===== config.mk =====
export PLATFORM = sky130hd
export DESIGN_NAME = dac_top
export DESIGN_NICKNAME = d
export VERILOG_FILES = /design/src/hdl/dac_sys_pkg.sv /design/src/hdl/ps_reg_slave.sv /design/src/hdl/pwl_wave_store.sv /design/src/hdl/pwl_gen.sv /design/src/hdl/dac_intf.sv /design/src/hdl/dac_top.sv
export VERILOG_INCLUDE_DIRS = /design/src /design/src/include
export SDC_FILE = /design/constraint.sdc
export NUM_CORES = 2
export LEC_CHECK = 0
export BUFFER_PORTS_ARGS = -buffer_cell sky130_fd_sc_hd__buf_2
export CELL_PAD_IN_SITES_DETAIL_PLACEMENT = 1
export CELL_PAD_IN_SITES_GLOBAL_PLACEMENT = 1
export CORE_MARGIN = 3
export CORE_UTILIZATION = 56
export DETAILED_ROUTE_END_ITERATION = 6
export PLACE_DENSITY_LB_ADDON = 0.05
export SYNTH_ARGS = -nofsm -noshare
export SYNTH_HDL_FRONTEND = slang
export SYNTH_HIERARCHICAL = 1
export SYNTH_SLANG_ARGS = --single-unit

===== constraint.sdc =====
create_clock -name clk -period 4.5 [get_ports clk]
set_input_delay 0.45 -clock clk [delete_from_list [all_inputs] [get_ports clk]]
set_output_delay 0.45 -clock clk [all_outputs]
set_load 0.02 [all_outputs]

===== src/include/dac_macros.svh =====
`ifndef DAC_MACROS_SVH
`define DAC_MACROS_SVH

// Sample and batch geometry
`define DAC_SAMPLE_WIDTH      16
`define DAC_SAMPLES_PER_BATCH 4

// PS register bus, byte addresses
`define A_BUS_WIDTH  8
`define WD_BUS_WIDTH 32

// DMA segment word and wave memory depth (64 lines)
`define DMA_DATA_WIDTH  48
`define WAVE_ADDR_WIDTH 6

// Register map
`define REG_CTRL    8'h00
`define REG_STATUS  8'h04
`define REG_BATCHES 8'h08

// Response codes
`define RESP_OKAY   2'd0
`define RESP_SLVERR 2'd2

`endif


===== src/hdl/dac_sys_pkg.sv =====
`include "dac_macros.svh"

package dac_sys_pkg;

    typedef logic [`DAC_SAMPLE_WIDTH-1:0] sample_t;
    // Sample 0 sits in the low bits
    typedef logic [`DAC_SAMPLES_PER_BATCH*`DAC_SAMPLE_WIDTH-1:0] batch_t;
    typedef logic [`A_BUS_WIDTH-1:0] reg_addr_t;
    typedef logic [`WD_BUS_WIDTH-1:0] reg_data_t;
    typedef logic [`WAVE_ADDR_WIDTH-1:0] wave_addr_t;
    // One bit wider than the address so a full memory can be counted
    typedef logic [`WAVE_ADDR_WIDTH:0] line_count_t;
    typedef logic [1:0] resp_t;

    // One DMA word, duration counted in batches
    typedef struct packed {
        sample_t                             start;
        logic signed [`DAC_SAMPLE_WIDTH-1:0] slope;
        logic [15:0]                         duration;
    } pwl_seg_t;

    typedef struct packed {
        logic run;
        logic pl_reset;
    } dac_ctrl_t;

    typedef struct packed {
        logic        done;
        logic        running;
        line_count_t lines_stored;
        reg_data_t   batches_sent;
    } dac_status_t;

    typedef enum logic [1:0] {DAC_IDLE, DAC_RUN, DAC_DONE} dac_state_e;
    typedef enum logic [1:0] {PWL_IDLE, PWL_FETCH, PWL_PLAY} pwl_state_e;

endpackage


===== src/hdl/ps_reg_slave.sv =====
`timescale 1ns/1ps
`include "dac_macros.svh"

module ps_reg_slave (
    input  wire                     clk,
    input  wire                     rst_n,
    input  dac_sys_pkg::reg_addr_t  raddr_packet,
    input  wire                     raddr_valid_packet,
    input  dac_sys_pkg::reg_addr_t  waddr_packet,
    input  wire                     waddr_valid_packet,
    input  dac_sys_pkg::reg_data_t  wdata_packet,
    input  wire                     wdata_valid_packet,
    input  wire                     ps_wresp_rdy,
    input  wire                     ps_read_rdy,
    output dac_sys_pkg::resp_t      wresp_out,
    output dac_sys_pkg::resp_t      rresp_out,
    output logic                    wresp_valid_out,
    output logic                    rresp_valid_out,
    output dac_sys_pkg::reg_data_t  rdata_packet,
    output logic                    rdata_valid_out,
    output dac_sys_pkg::dac_ctrl_t  ctrl,
    input  dac_sys_pkg::dac_status_t status,
    output logic                    pl_rstn
);

    dac_sys_pkg::reg_addr_t waddr_q;
    dac_sys_pkg::reg_data_t wdata_q;
    dac_sys_pkg::reg_data_t rd_mux;
    logic                   waddr_held;
    logic                   wdata_held;
    logic                   wr_fire;

    function automatic logic addr_known(dac_sys_pkg::reg_addr_t a);
        return (a == `REG_CTRL) || (a == `REG_STATUS) || (a == `REG_BATCHES);
    endfunction

    assign wr_fire = waddr_held && wdata_held;
    assign pl_rstn = ~ctrl.pl_reset;
    // Read data and read response share one handshake
    assign rresp_valid_out = rdata_valid_out;

    always_comb begin
        case (raddr_packet)
            `REG_CTRL:    rd_mux = dac_sys_pkg::reg_data_t'({ctrl.pl_reset, ctrl.run});
            // Running flag in the top bit
            `REG_STATUS:  rd_mux = {status.running,
                                    {(`WD_BUS_WIDTH-1-$bits(status.lines_stored)){1'b0}},
                                    status.lines_stored};
            `REG_BATCHES: rd_mux = status.batches_sent;
            default:      rd_mux = '0;
        endcase
    end

    // Address and data halves arrive independently
    always_ff @(posedge clk) begin
        if (waddr_valid_packet) begin
            waddr_q <= waddr_packet;
        end
        if (wdata_valid_packet) begin
            wdata_q <= wdata_packet;
        end
    end

    always_ff @(posedge clk or negedge rst_n) begin
        if (!rst_n) begin
            waddr_held      <= 1'b0;
            wdata_held      <= 1'b0;
            wresp_valid_out <= 1'b0;
            wresp_out       <= `RESP_OKAY;
            ctrl            <= '{run: 1'b0, pl_reset: 1'b1};
        end else begin
            if (wr_fire) begin
                waddr_held      <= 1'b0;
                wdata_held      <= 1'b0;
                wresp_valid_out <= 1'b1;
                wresp_out       <= addr_known(waddr_q) ? `RESP_OKAY : `RESP_SLVERR;
            end else if (wresp_valid_out && ps_wresp_rdy) begin
                wresp_valid_out <= 1'b0;
            end
            if (waddr_valid_packet) begin
                waddr_held <= 1'b1;
            end
            if (wdata_valid_packet) begin
                wdata_held <= 1'b1;
            end
            // Playback end drops run, a CTRL write in the same cycle wins
            if (status.done) begin
                ctrl.run <= 1'b0;
            end
            if (wr_fire && waddr_q == `REG_CTRL) begin
                ctrl.run      <= wdata_q[0];
                ctrl.pl_reset <= wdata_q[1];
            end
        end
    end

    always_ff @(posedge clk) begin
        if (raddr_valid_packet) begin
            rdata_packet <= rd_mux;
            rresp_out    <= addr_known(raddr_packet) ? `RESP_OKAY : `RESP_SLVERR;
        end
    end

    always_ff @(posedge clk or negedge rst_n) begin
        if (!rst_n) begin
            rdata_valid_out <= 1'b0;
        end else if (raddr_valid_packet) begin
            rdata_valid_out <= 1'b1;
        end else if (rdata_valid_out && ps_read_rdy) begin
            rdata_valid_out <= 1'b0;
        end
    end

endmodule


===== src/hdl/pwl_wave_store.sv =====
`timescale 1ns/1ps
`include "dac_macros.svh"

module pwl_wave_store (
    input  wire                       clk,
    input  wire                       rst_n,
    input  dac_sys_pkg::pwl_seg_t     pwl_tdata,
    input  wire                       pwl_tvalid,
    input  wire                       pwl_tlast,
    output logic                      pwl_tready,
    input  wire                       busy,
    input  dac_sys_pkg::wave_addr_t   rd_addr,
    output dac_sys_pkg::pwl_seg_t     rd_seg,
    output dac_sys_pkg::line_count_t  lines_stored
);

    dac_sys_pkg::pwl_seg_t    mem [0:(1 << `WAVE_ADDR_WIDTH)-1];
    dac_sys_pkg::line_count_t wr_ptr;
    logic                     full;
    logic                     beat;

    // Pointer reaches the depth only when a packet overruns the memory
    assign full       = wr_ptr[`WAVE_ADDR_WIDTH];
    assign pwl_tready = !busy && !full;
    assign beat       = pwl_tvalid && pwl_tready;

    always_ff @(posedge clk) begin
        if (beat) begin
            mem[wr_ptr[`WAVE_ADDR_WIDTH-1:0]] <= pwl_tdata;
        end
        rd_seg <= mem[rd_addr];
    end

    always_ff @(posedge clk or negedge rst_n) begin
        if (!rst_n) begin
            wr_ptr       <= '0;
            lines_stored <= '0;
        end else if (beat) begin
            if (pwl_tlast) begin
                // Next packet starts again at line 0
                wr_ptr       <= '0;
                lines_stored <= wr_ptr + 1'b1;
            end else begin
                wr_ptr <= wr_ptr + 1'b1;
            end
        end
    end

endmodule


===== src/hdl/pwl_gen.sv =====
`timescale 1ns/1ps
`include "dac_macros.svh"

module pwl_gen (
    input  wire                       clk,
    input  wire                       rst_n,
    input  wire                       start,
    input  dac_sys_pkg::line_count_t  lines,
    output dac_sys_pkg::wave_addr_t   rd_addr,
    input  dac_sys_pkg::pwl_seg_t     rd_seg,
    output dac_sys_pkg::batch_t       dac_batch,
    output logic                      valid_dac_batch,
    input  wire                       dac0_rdy,
    output logic                      finished
);

    dac_sys_pkg::pwl_state_e  pwlState;
    // Index of the next segment to load, rd_seg always holds that line
    dac_sys_pkg::wave_addr_t  seg_addr;
    dac_sys_pkg::line_count_t segs_left;
    logic [15:0]              batches_left;
    dac_sys_pkg::sample_t     value_q;
    // Two's complement slope, wraps the same as the signed value
    dac_sys_pkg::sample_t     slope_q;
    logic                     taken;
    logic                     last_batch;
    logic                     load;
    logic                     skip;

    assign valid_dac_batch = (pwlState == dac_sys_pkg::PWL_PLAY);
    assign taken           = valid_dac_batch && dac0_rdy;
    assign last_batch      = (batches_left == 16'd1);
    assign finished        = (pwlState == dac_sys_pkg::PWL_FETCH) && (segs_left == '0);

    // Zero-duration segments are skipped in FETCH
    always_comb begin
        load = 1'b0;
        skip = 1'b0;
        case (pwlState)
            dac_sys_pkg::PWL_FETCH: begin
                if (segs_left != '0) begin
                    load = (rd_seg.duration != '0);
                    skip = (rd_seg.duration == '0);
                end
            end
            // Prefetched segment goes straight in behind the last batch
            dac_sys_pkg::PWL_PLAY: begin
                load = taken && last_batch && (segs_left != '0) && (rd_seg.duration != '0);
            end
            default: begin
                load = 1'b0;
            end
        endcase
    end

    // Address of the next cycle, so the memory output tracks seg_addr
    always_comb begin
        if (finished) begin
            rd_addr = '0;
        end else if (load || skip) begin
            rd_addr = seg_addr + 1'b1;
        end else begin
            rd_addr = seg_addr;
        end
    end

    always_ff @(posedge clk or negedge rst_n) begin
        if (!rst_n) begin
            pwlState     <= dac_sys_pkg::PWL_IDLE;
            seg_addr     <= '0;
            segs_left    <= '0;
            batches_left <= '0;
        end else begin
            seg_addr <= rd_addr;
            if (load || skip) begin
                segs_left <= segs_left - 1'b1;
            end
            if (load) begin
                batches_left <= rd_seg.duration;
            end else if (taken) begin
                batches_left <= batches_left - 1'b1;
            end
            case (pwlState)
                dac_sys_pkg::PWL_IDLE: begin
                    if (start) begin
                        segs_left <= lines;
                        pwlState  <= dac_sys_pkg::PWL_FETCH;
                    end
                end
                dac_sys_pkg::PWL_FETCH: begin
                    if (finished) begin
                        pwlState <= dac_sys_pkg::PWL_IDLE;
                    end else if (load) begin
                        pwlState <= dac_sys_pkg::PWL_PLAY;
                    end
                end
                dac_sys_pkg::PWL_PLAY: begin
                    if (taken && last_batch && !load) begin
                        pwlState <= dac_sys_pkg::PWL_FETCH;
                    end
                end
                default: begin
                    pwlState <= dac_sys_pkg::PWL_IDLE;
                end
            endcase
        end
    end

    // Running value advances by four slopes per taken batch
    always_ff @(posedge clk) begin
        if (load) begin
            value_q <= rd_seg.start;
            slope_q <= rd_seg.slope;
        end else if (taken) begin
            value_q <= value_q + slope_q * dac_sys_pkg::sample_t'(`DAC_SAMPLES_PER_BATCH);
        end
    end

    always_comb begin
        for (int k = 0; k < `DAC_SAMPLES_PER_BATCH; k++) begin
            dac_batch[k*`DAC_SAMPLE_WIDTH +: `DAC_SAMPLE_WIDTH] =
                value_q + slope_q * dac_sys_pkg::sample_t'(k);
        end
    end

endmodule


===== src/hdl/dac_intf.sv =====
`timescale 1ns/1ps

module dac_intf (
    input  wire                       clk,
    input  wire                       rst_n,
    input  dac_sys_pkg::dac_ctrl_t    ctrl,
    output dac_sys_pkg::dac_status_t  status,
    input  dac_sys_pkg::pwl_seg_t     pwl_tdata,
    input  wire                       pwl_tvalid,
    input  wire                       pwl_tlast,
    output logic                      pwl_tready,
    output dac_sys_pkg::batch_t       dac_batch,
    output logic                      valid_dac_batch,
    input  wire                       dac0_rdy
);

    dac_sys_pkg::dac_state_e  dacState;
    dac_sys_pkg::wave_addr_t  rd_addr;
    dac_sys_pkg::pwl_seg_t    rd_seg;
    dac_sys_pkg::line_count_t lines_stored;
    dac_sys_pkg::reg_data_t   batches_sent;
    logic                     gen_start;
    logic                     gen_finished;
    logic                     busy;

    assign gen_start = (dacState == dac_sys_pkg::DAC_IDLE) && ctrl.run;
    // Memory is locked from the moment run is set
    assign busy      = (dacState != dac_sys_pkg::DAC_IDLE) || ctrl.run;

    assign status = '{done:         (dacState == dac_sys_pkg::DAC_DONE),
                      running:      (dacState == dac_sys_pkg::DAC_RUN),
                      lines_stored: lines_stored,
                      batches_sent: batches_sent};

    always_ff @(posedge clk or negedge rst_n) begin
        if (!rst_n) begin
            dacState     <= dac_sys_pkg::DAC_IDLE;
            batches_sent <= '0;
        end else begin
            if (gen_start) begin
                batches_sent <= '0;
            end else if (valid_dac_batch && dac0_rdy) begin
                batches_sent <= batches_sent + 1'b1;
            end
            case (dacState)
                dac_sys_pkg::DAC_IDLE: begin
                    if (ctrl.run) begin
                        dacState <= dac_sys_pkg::DAC_RUN;
                    end
                end
                dac_sys_pkg::DAC_RUN: begin
                    if (gen_finished) begin
                        dacState <= dac_sys_pkg::DAC_DONE;
                    end
                end
                // One-cycle done pulse, the slave drops run here
                default: begin
                    dacState <= dac_sys_pkg::DAC_IDLE;
                end
            endcase
        end
    end

    pwl_wave_store pwl_wave_store (
        .clk          (clk),
        .rst_n        (rst_n),
        .pwl_tdata    (pwl_tdata),
        .pwl_tvalid   (pwl_tvalid),
        .pwl_tlast    (pwl_tlast),
        .pwl_tready   (pwl_tready),
        .busy         (busy),
        .rd_addr      (rd_addr),
        .rd_seg       (rd_seg),
        .lines_stored (lines_stored)
    );

    pwl_gen pwl_gen (
        .clk             (clk),
        .rst_n           (rst_n),
        .start           (gen_start),
        .lines           (lines_stored),
        .rd_addr         (rd_addr),
        .rd_seg          (rd_seg),
        .dac_batch       (dac_batch),
        .valid_dac_batch (valid_dac_batch),
        .dac0_rdy        (dac0_rdy),
        .finished        (gen_finished)
    );

endmodule


===== src/hdl/dac_top.sv =====
`timescale 1ns/1ps

module dac_top (
    input  wire                      clk,
    input  wire                      rst_n,
    // DAC side
    input  wire                      dac0_rdy,
    output dac_sys_pkg::batch_t      dac_batch,
    output logic                     valid_dac_batch,
    output logic                     pl_rstn,
    // PS request channels
    input  dac_sys_pkg::reg_addr_t   raddr_packet,
    input  wire                      raddr_valid_packet,
    input  dac_sys_pkg::reg_addr_t   waddr_packet,
    input  wire                      waddr_valid_packet,
    input  dac_sys_pkg::reg_data_t   wdata_packet,
    input  wire                      wdata_valid_packet,
    input  wire                      ps_wresp_rdy,
    input  wire                      ps_read_rdy,
    // PS responses
    output dac_sys_pkg::resp_t       wresp_out,
    output dac_sys_pkg::resp_t       rresp_out,
    output logic                     wresp_valid_out,
    output logic                     rresp_valid_out,
    output dac_sys_pkg::reg_data_t   rdata_packet,
    output logic                     rdata_valid_out,
    // DMA segment stream
    input  dac_sys_pkg::pwl_seg_t    pwl_tdata,
    input  wire                      pwl_tlast,
    input  wire                      pwl_tvalid,
    output logic                     pwl_tready
);

    dac_sys_pkg::dac_ctrl_t   ctrl;
    dac_sys_pkg::dac_status_t status;

    ps_reg_slave ps_reg_slave (
        .clk                (clk),
        .rst_n              (rst_n),
        .raddr_packet       (raddr_packet),
        .raddr_valid_packet (raddr_valid_packet),
        .waddr_packet       (waddr_packet),
        .waddr_valid_packet (waddr_valid_packet),
        .wdata_packet       (wdata_packet),
        .wdata_valid_packet (wdata_valid_packet),
        .ps_wresp_rdy       (ps_wresp_rdy),
        .ps_read_rdy        (ps_read_rdy),
        .wresp_out          (wresp_out),
        .rresp_out          (rresp_out),
        .wresp_valid_out    (wresp_valid_out),
        .rresp_valid_out    (rresp_valid_out),
        .rdata_packet       (rdata_packet),
        .rdata_valid_out    (rdata_valid_out),
        .ctrl               (ctrl),
        .status             (status),
        .pl_rstn            (pl_rstn)
    );

    dac_intf dac_intf (
        .clk             (clk),
        .rst_n           (rst_n),
        .ctrl            (ctrl),
        .status          (status),
        .pwl_tdata       (pwl_tdata),
        .pwl_tvalid      (pwl_tvalid),
        .pwl_tlast       (pwl_tlast),
        .pwl_tready      (pwl_tready),
        .dac_batch       (dac_batch),
        .valid_dac_batch (valid_dac_batch),
        .dac0_rdy        (dac0_rdy)
    );

endmodule


==> out/metrics.json <==
{
  "synth_instances": {"value": 6095},
  "switchingPower": {"value": 35100, "unit": "uW"},
  "place_inst": {"value": 9321},
  "drc_errors_left": {"value": 0},
  "clock_sinks": {"value": 3281},
  "synth_area": {"value": 0.128, "unit": "sq mm"},
  "power_frac_clock": {"value": 26.2, "unit": "%"},
  "area.growth.synth_to_final": {"value": 15.3, "unit": "%"},
  "cts_tree": {"value": "done"},
  "numCtsBuffers": {"value": 343},
  "route.layer.met1.wl": {"value": 144000, "unit": "um"},
  "portBuffers": {"value": 179},
  "hold_ws": {"value": 68.2, "unit": "ps"},
  "grt_setup_unrepaired": {"value": "true"},
  "highest_layer": {"value": "met5"},
  "critPathCaptureType": {"value": "output port"},
  "num_rows": {"value": 174},
  "power.ir.vdd_worst": {"value": 0.000677, "unit": "V"},
  "fraction_of_power_consumed_by_sequential_logic": {"value": 34.4, "unit": "%"},
  "met2_length": {"value": 182000, "unit": "um"},
  "fillers": {"value": 18100},
  "worst_endpoint_required_time": {"value": 4050, "unit": "ps"},
  "maxClockFrequency": {"value": 228, "unit": "MHz"},
  "vias_per_cell": {"value": 6.84},
  "ctsLongestPathBuffers": {"value": 4},
  "worst_pin_slew": {"value": 1390, "unit": "ps"},
  "synth.avg_cell_area": {"value": 20.9, "unit": "sq um"},
  "route.met3.wl": {"value": 44500, "unit": "um"},
  "total_leakage_power": {"value": 0.0472, "unit": "uW"},
  "combinationalPowerShare": {"value": 39.4, "unit": "%"},
  "ys_top_cells_by_area": {"value": "sky130_fd_sc_hd__edfxtp_1 74%, sky130_fd_sc_hd__mux4_2 13%, sky130_fd_sc_hd__dfrtp_1 1.7%"},
  "number_of_detailed_routing_iterations_run_before_antenna_repair": {"value": 7},
  "synth_warnings": {"value": 6},
  "setup-violations-final": {"value": 0},
  "power_per_cell_area": {"value": 709, "unit": "mW/mm^2"},
  "critPathArrivalTime": {"value": 3930, "unit": "ps"},
  "worstHoldPathType": {"value": "input port to async pin"},
  "dp_hpwl": {"value": 218000, "unit": "um"},
  "timing.setup.critical_path_class": {"value": "flip-flop to output port"},
  "floorplan.die.width": {"value": 483, "unit": "um"},
  "num-nets-final": {"value": 6928},
  "core_area": {"value": 0.226, "unit": "sq mm"},
  "synthDominantCellAreaShare": {"value": 74.1, "unit": "%"},
  "gr-total-overflow": {"value": 0},
  "grt_util_all_layers": {"value": 33.0, "unit": "%"},
  "ant_nets": {"value": 0},
  "grt_antenna_before_repair": {"value": 33},
  "yosys.cell_count.top_type": {"value": "sky130_fd_sc_hd__edfxtp_1"},
  "initial_utilization": {"value": 56.5, "unit": "%"},
  "drt_wl_total": {"value": 386000, "unit": "um"},
  "gpl.final_weighted_congestion": {"value": 0.798},
  "slew-limit-headroom": {"value": 7.34, "unit": "%"},
  "grt_first_pass_wirelength": {"value": 541000, "unit": "um"},
  "synth_top_cell_by_area": {"value": "sky130_fd_sc_hd__edfxtp_1"},
  "violation_count_after_the_first_detailed_routing_iteration": {"value": 9948},
  "drive_above_1_share": {"value": 28.3, "unit": "%"},
  "synthFlopType": {"value": "sky130_fd_sc_hd__edfxtp_1"},
  "clock_skew": {"value": 111, "unit": "ps"},
  "clock_tree.root_cell": {"value": "sky130_fd_sc_hd__clkbuf_16"},
  "clk_transition_reported_paths": {"value": 60, "unit": "ps"},
  "worst_skew_pair.late_latency": {"value": 990, "unit": "ps"},
  "num_vias": {"value": 68500},
  "switching_share": {"value": 33.7, "unit": "%"},
  "finalWorstPathRequiredPeriod": {"value": 4380, "unit": "ps"},
  "floorplan.die_area": {"value": 0.234, "unit": "sq mm"},
  "run_status": {"value": "finished, final reports clean"},
  "synth.lib_cells_used.distinct": {"value": 91},
  "finalCritPeriodShare": {"value": 97.3, "unit": "%"},
  "dieHeight": {"value": 483, "unit": "um"},
  "count_of_h_tree_levels_built_during_cts": {"value": 5},
  "power": {"value": 104000, "unit": "uW"},
  "cellInternalPower": {"value": 69100, "unit": "uW"},
  "setup_tns": {"value": 0, "unit": "ps"},
  "grt_max_degree": {"value": 65},
  "synth_common_cells": {"value": "3147 x sky130_fd_sc_hd__edfxtp_1, 712 x sky130_fd_sc_hd__mux4_2, 194 x sky130_fd_sc_hd__a22oi_1"},
  "ys_seq_area_share": {"value": 76.5, "unit": "%"},
  "synth_async_sr_flop_share": {"value": 2.62, "unit": "%"},
  "timing.critical_path.from_type": {"value": "flip-flop"},
  "critical_path.max_fanout": {"value": 3},
  "synth_enable_flop_cells": {"value": 3147},
  "vias_in_the_first_global_route": {"value": 70100},
  "timing.max_cap.violations": {"value": 0},
  "synth_seq_cells": {"value": 3281},
  "maxSlewViolCount": {"value": 0},
  "num_io_pins": {"value": 212},
  "drt-wirelength-per-cell": {"value": 38.5, "unit": "um"},
  "fin_cells": {"value": 10000},
  "timing_hold_violations_final": {"value": 0}
}
==> cells in the final DEF (no fill, tap or decap), types with 19 or more instances in the layout <==
master,netlist,final
sky130_fd_sc_hd__dfxtp_1,48,45
sky130_fd_sc_hd__edfxtp_1,3147,3147
sky130_fd_sc_hd__nand2_1,135,133
sky130_fd_sc_hd__mux2i_1,129,128
sky130_fd_sc_hd__clkbuf_1,129,82
sky130_fd_sc_hd__nor2_4,0,69
sky130_fd_sc_hd__nor2_1,165,96
sky130_fd_sc_hd__mux4_2,712,712
sky130_fd_sc_hd__nand3_1,111,111
sky130_fd_sc_hd__clkbuf_8,0,24
sky130_fd_sc_hd__a22oi_1,194,194
sky130_fd_sc_hd__ha_1,66,63
sky130_fd_sc_hd__and2_2,19,19
sky130_fd_sc_hd__bufinv_16,0,21
sky130_fd_sc_hd__clkinv_2,0,59
sky130_fd_sc_hd__or3_1,20,20
sky130_fd_sc_hd__buf_4,36,291
sky130_fd_sc_hd__buf_12,1,112
sky130_fd_sc_hd__dfrtp_1,85,85
sky130_fd_sc_hd__o21ai_0,81,81
sky130_fd_sc_hd__clkbuf_16,0,350
sky130_fd_sc_hd__dlygate4sd3_1,0,20
sky130_fd_sc_hd__buf_2,117,177
sky130_fd_sc_hd__o22ai_1,83,83
sky130_fd_sc_hd__inv_1,53,52
sky130_fd_sc_hd__nor3_1,24,24
sky130_fd_sc_hd__nor2b_1,64,58
sky130_fd_sc_hd__a21oi_1,74,70
sky130_fd_sc_hd__a211oi_1,51,50
sky130_fd_sc_hd__clkinv_1,0,45
sky130_fd_sc_hd__a31oi_1,20,19
sky130_fd_sc_hd__o221ai_1,84,84
sky130_fd_sc_hd__and3_1,44,41
sky130_fd_sc_hd__xor2_1,23,23
sky130_fd_sc_hd__xnor2_1,58,58
==> layer usage <==
layer / global-route usage [%] / vias to the layer above
met5: 0 / -
met4: 12.1 / 14
met3: 7.55 / 732
met2: 50.9 / 4260
met1: 47.0 / 36600
li1: - / 26900
==> power by group through the flow <==
stage,clock (uW),sequential [uW],combinational [uW]
final,27300,35800,41000
after global routing,28900,35900,43500
after CTS,27600,35800,40400
after detailed placement,0,36500,39500
after global placement,0,36400,38800
after floorplan,0,35700,26400
==> worst max-delay path, cell delays in order (launching register included) <==
cell                        delay, ps
sky130_fd_sc_hd__edfxtp_1         460
sky130_fd_sc_hd__buf_6            160
sky130_fd_sc_hd__fa_1             540
sky130_fd_sc_hd__inv_2             50
sky130_fd_sc_hd__fa_2             420
sky130_fd_sc_hd__nor2b_4          160
sky130_fd_sc_hd__o2111ai_4        160
sky130_fd_sc_hd__a31oi_4          270
sky130_fd_sc_hd__o41ai_4          120
sky130_fd_sc_hd__mux2i_1          150
sky130_fd_sc_hd__a2111oi_2        330
sky130_fd_sc_hd__buf_2            220
==> flip-flops by register name, indices dropped and copies added (netlist names), 2 cells and up <==
| name | count |
|---|---|
| dac_intf/pwl_gen/pwlState | 2 |
| dac_intf/batches_sent | 32 |
| dac_intf/pwl_wave_store/lines_stored | 7 |
| dac_intf/pwl_gen/batches_left | 16 |
| dac_intf/pwl_gen/segs_left | 7 |
| dac_intf/pwl_wave_store/mem | 3072 |
| ps_reg_slave/ctrl | 2 |
| ps_reg_slave/wdata_q | 2 |
| dac_intf/pwl_gen/value_q | 16 |
| dac_intf/pwl_gen/seg_addr | 6 |
| ps_reg_slave/waddr_q | 8 |
| dac_intf/pwl_wave_store/rd_seg | 48 |
| dac_intf/pwl_wave_store/wr_ptr | 7 |
| dac_intf/dacState | 2 |
| ps_reg_slave/rdata_packet | 32 |
| dac_intf/pwl_gen/slope_q | 16 |
==> kinds of logic after synthesis <==
kind of cell,Yosys count,share of synthesized area (%)
and+or+nand+nor,698,2.84
other,1,0.00294
adders and majority gates,84,0.930
AOI/OAI and AO/OA,711,3.96
buffers and inverters,380,1.44
muxes,859,13.7
DFF,3281,76.5
xor gates and xnor gates,81,0.556
==> worst paths after layout <==
check,cells past startpoint,endpoint,slack (ps),from
worst min register to register,0,dac_intf/pwl_gen/slope_q[9],420,dac_intf/pwl_wave_store/rd_seg[25]
min in group clk,4,ps_reg_slave/rdata_packet[1],120,raddr_packet[4]
worst max-delay path,11,dac_batch[63],120,dac_intf/pwl_gen/slope_q[1]
max in group asynchronous,3,dac_intf/batches_sent[8],3360,rst_n
worst max register to register,13,dac_intf/pwl_wave_store/rd_seg[13],160,dac_intf/pwl_wave_store/rd_seg[12]
worst min-delay path,2,dac_intf/batches_sent[14],70,rst_n
==> cell type report <==
cell class                 count  area, sq um  share of cell area (%)
antenna                       14         35.0                  0.0238
tap                         2992         3740                    2.55
inverter                      54          208                   0.141
sequential                  3281        97600                    66.4
timing repair buffer         622         5940                    4.04
clock buffer                 451         9270                    6.31
clock inverter               155         1390                   0.943
multi-input combinational   2436        28800                    19.6
==> what timing repair did <==
item,4_1_cts,5_1_grt
endpoints found under the setup margin,35,35
hold buffers,20,0
gates resized for setup,18,31
hold endpoints to repair,76,0
setup buffers,29,10
pin swaps,10,12
cloned,1,5
==> metrics by stage <==
stage | worst slack (ps) | utilization [%] | cell area (sq um)
floorplan | 192 | - | 128000
global placement | -301 | 60.0 | 135000
detailed placement | -320 | 60.0 | 135000
CTS | 7.85 | 65.0 | 147000
global route | -74.0 | 65.1 | 147000
finish | 120 | 65.1 | 147000
No activity file was read; power rests on OpenSTA's default activity.
